### src/include/pio_params.svh
// PIO bus widths, table region bit and the two table sizes
`ifndef PIO_PARAMS_SVH
`define PIO_PARAMS_SVH

// PIO data bus
`define PIO_NBITS 32

// Byte address, both tables together
`define PIO_ADDR_NBITS 14

// Address bit that selects table A (0) or B (1)
`define PIO_REGION_BIT 13

// Table A, 1024 entries of 50 bits
`define TBL_A_WIDTH 50
`define TBL_A_DEPTH_NBITS 10

// Table B, 256 entries of 64 bits
`define TBL_B_WIDTH 64
`define TBL_B_DEPTH_NBITS 8

`endif

### src/rtl/pio_pkg.sv
// PIO address union, request struct and response struct
package pio_pkg;

	`include "pio_params.svh"

	// Address seen as dword index plus byte bits
	typedef struct packed {
		logic [`PIO_ADDR_NBITS-3:0] dw_idx; // Bit 0 picks low/high half
		logic [1:0]                 byte_sel;
	} pio_addr_dw_t;

	// Address seen as region, entry and half
	typedef struct packed {
		logic                       region;   // 0 table A, 1 table B
		logic [`PIO_REGION_BIT-4:0] entry;    // Table B uses the low bits only
		logic                       half;     // 1 = upper dword
		logic [1:0]                 byte_sel;
	} pio_addr_ent_t;

	// One address word, two decodes
	typedef union packed {
		pio_addr_dw_t  dw;
		pio_addr_ent_t ent;
	} pio_addr_u;

	typedef struct packed {
		pio_addr_u             addr;
		logic [`PIO_NBITS-1:0] wdata;
		logic                  rd;  // One-cycle pulse
		logic                  wr;  // One-cycle pulse
		logic                  sel; // Access is for this block
	} pio_req_t;

	typedef struct packed {
		logic                  ack;   // Paced by pio_tick
		logic [`PIO_NBITS-1:0] rdata; // Held while ack high
	} pio_rsp_t;

endpackage

### src/rtl/pio_port.sv
// PIO region decode toward the two tables and merge of their responses
`timescale 1ns/1ns

module pio_port (
	input  pio_pkg::pio_req_t req,
	output pio_pkg::pio_rsp_t rsp,
	output pio_pkg::pio_req_t req_a,
	output pio_pkg::pio_req_t req_b,
	input  pio_pkg::pio_rsp_t rsp_a,
	input  pio_pkg::pio_rsp_t rsp_b
);

	logic region; // Region bit of the current access

	assign region = req.addr.ent.region;

	// Both tables see the access, only one is selected
	always_comb begin
		req_a     = req;
		req_a.sel = req.sel & ~region;
		req_b     = req;
		req_b.sel = req.sel & region;
	end

	// Only one access outstanding, so at most one ack
	always_comb begin
		rsp.ack = rsp_a.ack | rsp_b.ack;
		if (rsp_b.ack)
			rsp.rdata = rsp_b.rdata;
		else
			rsp.rdata = rsp_a.rdata; // Table A or idle
	end

	// Tables never answer at once
	always_comb begin
		a_one_ack: assert (!(rsp_a.ack && rsp_b.ack))
			else $error("both tables acked");
	end

endmodule

### config.mk
export PLATFORM = sky130hd
export DESIGN_NAME = pio_port
export DESIGN_NICKNAME = d
export VERILOG_FILES = /design/src/rtl/pio_pkg.sv /design/src/rtl/pio_port.sv
export VERILOG_INCLUDE_DIRS = /design/src /design/src/include
export SDC_FILE = /design/constraint.sdc
export NUM_CORES = 1
export LEC_CHECK = 0
export BUFFER_PORTS_ARGS = -buffer_cell sky130_fd_sc_hd__buf_2
export CAP_MARGIN = 10
export CORE_AREA = 2 2 95 97
export DETAILED_ROUTE_END_ITERATION = 16
export DIE_AREA = 0 0 97 99
export PLACE_DENSITY_LB_ADDON = 0.3
export SYNTH_ARGS = -nofsm -noshare
export SYNTH_HDL_FRONTEND = slang
export SYNTH_SLANG_ARGS = --single-unit
### constraint.sdc
create_clock -name vclk -period 1.7
set_input_delay 0.34 -clock vclk [all_inputs]
set_output_delay 0.34 -clock vclk [all_outputs]
set_load 0.02 [all_outputs]
* Word level (Yosys, flattened, before mapping) *
Index checks and enable logic that the tools add are counted.

storage, ports and cells
  register bits = 0
  word-level logic and storage cells = 5

operators by class
  mux-type cells = 1
  bitwise operators = 4

operators with widths
  operator     number
  $mux 32      1
  $and 1x1->1  2
  $not 1->1    1
  $or 1x1->1   1

* Longest topological paths before layout *
Gate-level depths: netlist of run 1.

  depth in word-level cells = 2
  depth in mapped cells = 3
  mapped depth without buffers = 1

* Least setup slack after synthesis of run 1 *
No wires, ideal clock.

  path type = input port to output port
  from = input rsp_b[32] (netlist bit)
  to = output rsp[10] (netlist bit)
  arrival = 933 ps
  setup slack = 427 ps
  cell stages on the path = 3
  buffers on the path = 2
  path through = buf_6 > buf_12 > mux2_4

RTL lines
  item         RTL line        text
  from (decl)  pio_port.sv:10  input pio_pkg::pio_rsp_t rsp_b
  to (decl)    pio_port.sv:6   output pio_pkg::pio_rsp_t rsp,

==> impl_metrics.json, run 1 <==
{
  "fp-row-count": 34,
  "holdBufCountCts": 0,
  "wl_per_cell_um": 11.9,
  "ys_seq_area_share_pct": 0,
  "place.gp.congestion": 0.614,
  "grt.total_usage_pct": 5.57,
  "rsz0062_at_grt": "no",
  "vdd_ir_drop_max_mv": 0.0909,
  "fill_cells": 981,
  "grt_max_degree": 21,
  "io_buffer_count": 105,
  "relSlewSlack_pct": 89.2,
  "cp.arrival_ns": 1.17,
  "die_y_um": 99,
  "synthCells": 135,
  "crit_type": "in -> out",
  "netlist_area_um2": 1280,
  "finalPower_uw": 363,
  "dp_slack_ns": 0.179,
  "routed_via_density": 3.20,
  "hold_viol_final": 0,
  "utilization_pct": 13.9,
  "worstPathMaxFanout": 20,
  "tns_ns": 0,
  "routed_wl_mm": 2.97,
  "synth_common_cells": "buf_4, mux2_4, buf_12, mux2_2",
  "dp_cells": 250,
  "critPathRequiredTime_ns": 1.36,
  "ant_nets": 0,
  "initial_core_util_pct": 15.0,
  "drt-pass1-iter-count": 2,
  "status": "finished, final reports clean",
  "vias": 801,
  "ys_warn_count": 0,
  "synth_top_area_cell": "buf_4",
  "clock_buffers": 0,
  "die-area_um2": 9600,
  "synth.top_cells.by_area": "buf_4, mux2_4, buf_12",
  "design_area_um2": 1190,
  "layout.cells.non_filler": 250,
  "setup_ws_ns": 0.191,
  "slew_viol_final": 0,
  "nets": 259,
  "drc": 0,
  "powerDensity_nw_per_um2": 306,
  "grt_first_pass_wirelength_mm": 4.43,
  "yosysMostFrequentCell": "buf_4",
  "seq_cell_count": 0,
  "fin_hold_ws_ns": 0.680,
  "setup_viol": 0,
  "syn_avg_cell_area_um2": 9.48,
  "core_area_um2": 8550,
  "max_freq_mhz": 663,
  "ios": 246,
  "finalCriticalPeriod_ns": 1.51,
  "drive_gt1_share_pct": 97.9,
  "worst_pin_slew_ns": 0.162,
  "maxCapViolCount": 0,
  "syn_to_final_growth_pct": -7.14,
  "grt_antenna_before_repair": 0,
  "post_cts_resized": 0,
  "worst_setup_path_end_kind": "output port",
  "leakage_nw": 0.689,
  "die_x_um": 97,
  "post_cts_buffers": 0,
  "fin_crit_sh_pct": 88.8,
  "first_global_vias": 858,
  "hp-class": "in -> out",
  "crit_path_start_kind": "input port",
  "first_iter_violations": 4,
  "grt_overflow_total": 0,
  "synth_cell_types": 8,
  "regArea_um2": 0,
  "synth_top_area_share_pct": 56.3,
  "antenna_cells": 0,
  "placed_area_um2": 1190,
  "synth_fp_nets": 250
}
-- final cells by class --
cell class | count | area [µm²] | area share, %
Multi-Input combinational cell | 35 | 488 | 41.1
Tap cell | 108 | 135 | 11.4
Timing Repair Buffer | 107 | 566 | 47.6
-- critical path, stage by stage --
cell	delay (ns)
buf_2	0.13
buf_12	0.20
mux2_4	0.32
buf_2	0.16
-- placed cells by master, fill, tap and decap left out, drive strengths merged --
| cell | netlist | final |
|---|---|---|
| mux2 | 32 | 32 |
| and2 | 1 | 1 |
| buf | 100 | 107 |
| nor2b | 1 | 1 |
| or2 | 1 | 1 |
-- cell families (layout without fill, tap and decap cells) --
kind of cell  Yosys count  count (layout)  share of synthesized area [%]
mux                    32              32                           36.7
buf+inv               100             107                           61.9
simple gates            3               3                           1.47
-- power by group --
part	internal (mW)	switching, mW	total, mW
sequential	0	0	0
combinational	0.194	0.170	0.363
clock	0	0	0
total	0.194	0.170	0.363
-- layer usage --
layer / vias to the layer above / global-route usage [%] / share of wire, %
li1: 352 / - / -
met1: 337 / 5.69 / 32
met2: 72 / 9.13 / 45
met3: 40 / 1.77 / 14
met4: 0 / 4.98 / 8.9
met5: - / 0 / 0
-- final timing paths --
kind                  start   endpoint  slack (ns)  cells past startpoint
hold / removal      req[32]  req_a[32]        0.68                      0
setup / recovery  rsp_b[32]    rsp[28]        0.19                      4
No activity file was read; power rests on OpenSTA's default activity.
==> run 2, diff against run 1 <==
--- a/config.mk
+++ b/config.mk
@@ -8,7 +8,7 @@
 export LEC_CHECK = 0
 export BUFFER_PORTS_ARGS = -buffer_cell sky130_fd_sc_hd__buf_2
 export CAP_MARGIN = 10
-export CORE_AREA = 2 2 95 97
+export CORE_AREA = 8 8 89 91
 export DETAILED_ROUTE_END_ITERATION = 16
 export DIE_AREA = 0 0 97 99
 export PLACE_DENSITY_LB_ADDON = 0.3
==> impl_metrics.json, run 2 (synthesis gave the netlist of run 1 again) <==
{
  "status": "finished, final reports clean",
  "routed_via_density": 3.65,
  "io_buffer_count": 105,
  "cp.arrival_ns": 1.25,
  "fp-row-count": 30,
  "layout_commonest_cell": "buf_2",
  "die-area_um2": 9600,
  "crit_path_start_kind": "input port",
  "maxCapViolCount": 0,
  "met3_usage_pct": 3.78,
  "vias": 814,
  "wl_per_cell_um": 16.0,
  "drive_gt1_share_pct": 97.9,
  "mostFrequentLayoutCells": "buf_2, mux2_4, mux2_2",
  "grt.total_usage_pct": 6.42,
  "grt_overflow_total": 0,
  "worst_setup_path_end_kind": "output port",
  "worst_pin_slew_ns": 0.211,
  "crit_type": "in -> out",
  "powerDensity_nw_per_um2": 314,
  "antenna_cells": 0,
  "tns_ns": 0,
  "layout.cells.non_filler": 223,
  "grt_use_met2_pct": 10.5,
  "dp_hpwl_mm": 3.29,
  "core_area_um2": 6570,
  "worstPathMaxFanout": 19,
  "nets": 260,
  "hp-class": "in -> out",
  "dp_cells": 223,
  "regArea_um2": 0,
  "first_iter_violations": 3,
  "hold_depth": 0,
  "finalPower_uw": 365,
  "setup_viol": 0,
  "holdCritStartpoint": "req[32]",
  "rsz0062_at_grt": "no",
  "critPathRequiredTime_ns": 1.36,
  "grt_max_degree": 20,
  "grt_use_met1_pct": 5.52,
  "busiest_layer": "met2",
  "post_cts_buffers": 0,
  "routed_wl_mm": 3.58,
  "first_global_vias": 923,
  "ant_nets": 0,
  "syn_to_final_growth_pct": -9.29,
  "vdd_ir_drop_max_mv": 0.115,
  "place.gp.congestion": 0.715,
  "clock_buffers": 0,
  "post_cts_resized": 0,
  "leakage_nw": 0.694,
  "relSlewSlack_pct": 85.9,
  "drc": 0,
  "drt-pass1-iter-count": 2,
  "grt_antenna_before_repair": 0,
  "dp_slack_ns": 0.100,
  "ios": 246,
  "fin_crit_sh_pct": 93.5,
  "grt_first_pass_wirelength_mm": 5.22,
  "holdBufCountCts": 0,
  "setup_ws_ns": 0.111,
  "holdPathEnd": "req_a[32]",
  "finalCriticalPeriod_ns": 1.59,
  "seq_cell_count": 0,
  "hold_viol_final": 0,
  "max_freq_mhz": 629,
  "slew_viol_final": 0,
  "die_y_um": 99,
  "initial_core_util_pct": 19.5,
  "die_x_um": 97
}
[run 2: stage by stage]
step	utilization [%]	instance area [µm²]	hold WS [ns]
2_1_floorplan	-	1280	0.758
3_3_place_gp	17.7	1160	0.680
3_5_place_dp	17.7	1160	0.680
4_1_cts	17.7	1160	0.680
5_1_grt	17.7	1160	0.680
6_report	17.7	1160	0.680
[run 2: power breakdown]
group	total (mW)	internal, mW	switching, mW
sequential	0	0	0
clock	0	0	0
combinational	0.365	0.195	0.170
total	0.365	0.195	0.170
[run 2: worst max-delay path by stage]
stage / start / end / slack [ns] / depth (start not counted)
2_1_floorplan: rsp_b[32] / rsp[10] / 0.43 / 3
3_5_place_dp: rsp_b[32] / rsp[28] / 0.10 / 4
5_1_grt: rsp_b[32] / rsp[28] / 0.07 / 4
4_1_cts: rsp_b[32] / rsp[28] / 0.09 / 4
6_report: rsp_b[32] / rsp[12] / 0.11 / 4
3_3_place_gp: rsp_b[32] / rsp[10] / 0.11 / 4
[run 2: critical path: stages]
cell	delay [ns]
buf_2	0.21
buf_12	0.21
mux2_4	0.31
buf_2	0.16
[run 2: routing by layer]
metal / wire length, µm / vias up
li1: - / 354
met4: 274 / 0
met5: 0 / -
met1: 1020 / 330
met2: 1630 / 89
met3: 647 / 41
[run 2: layout make-up]
class,count,area [µm²]
fillers,748,5410
repair buffers,108,573
multi-input cells,35,488
well taps,80,100
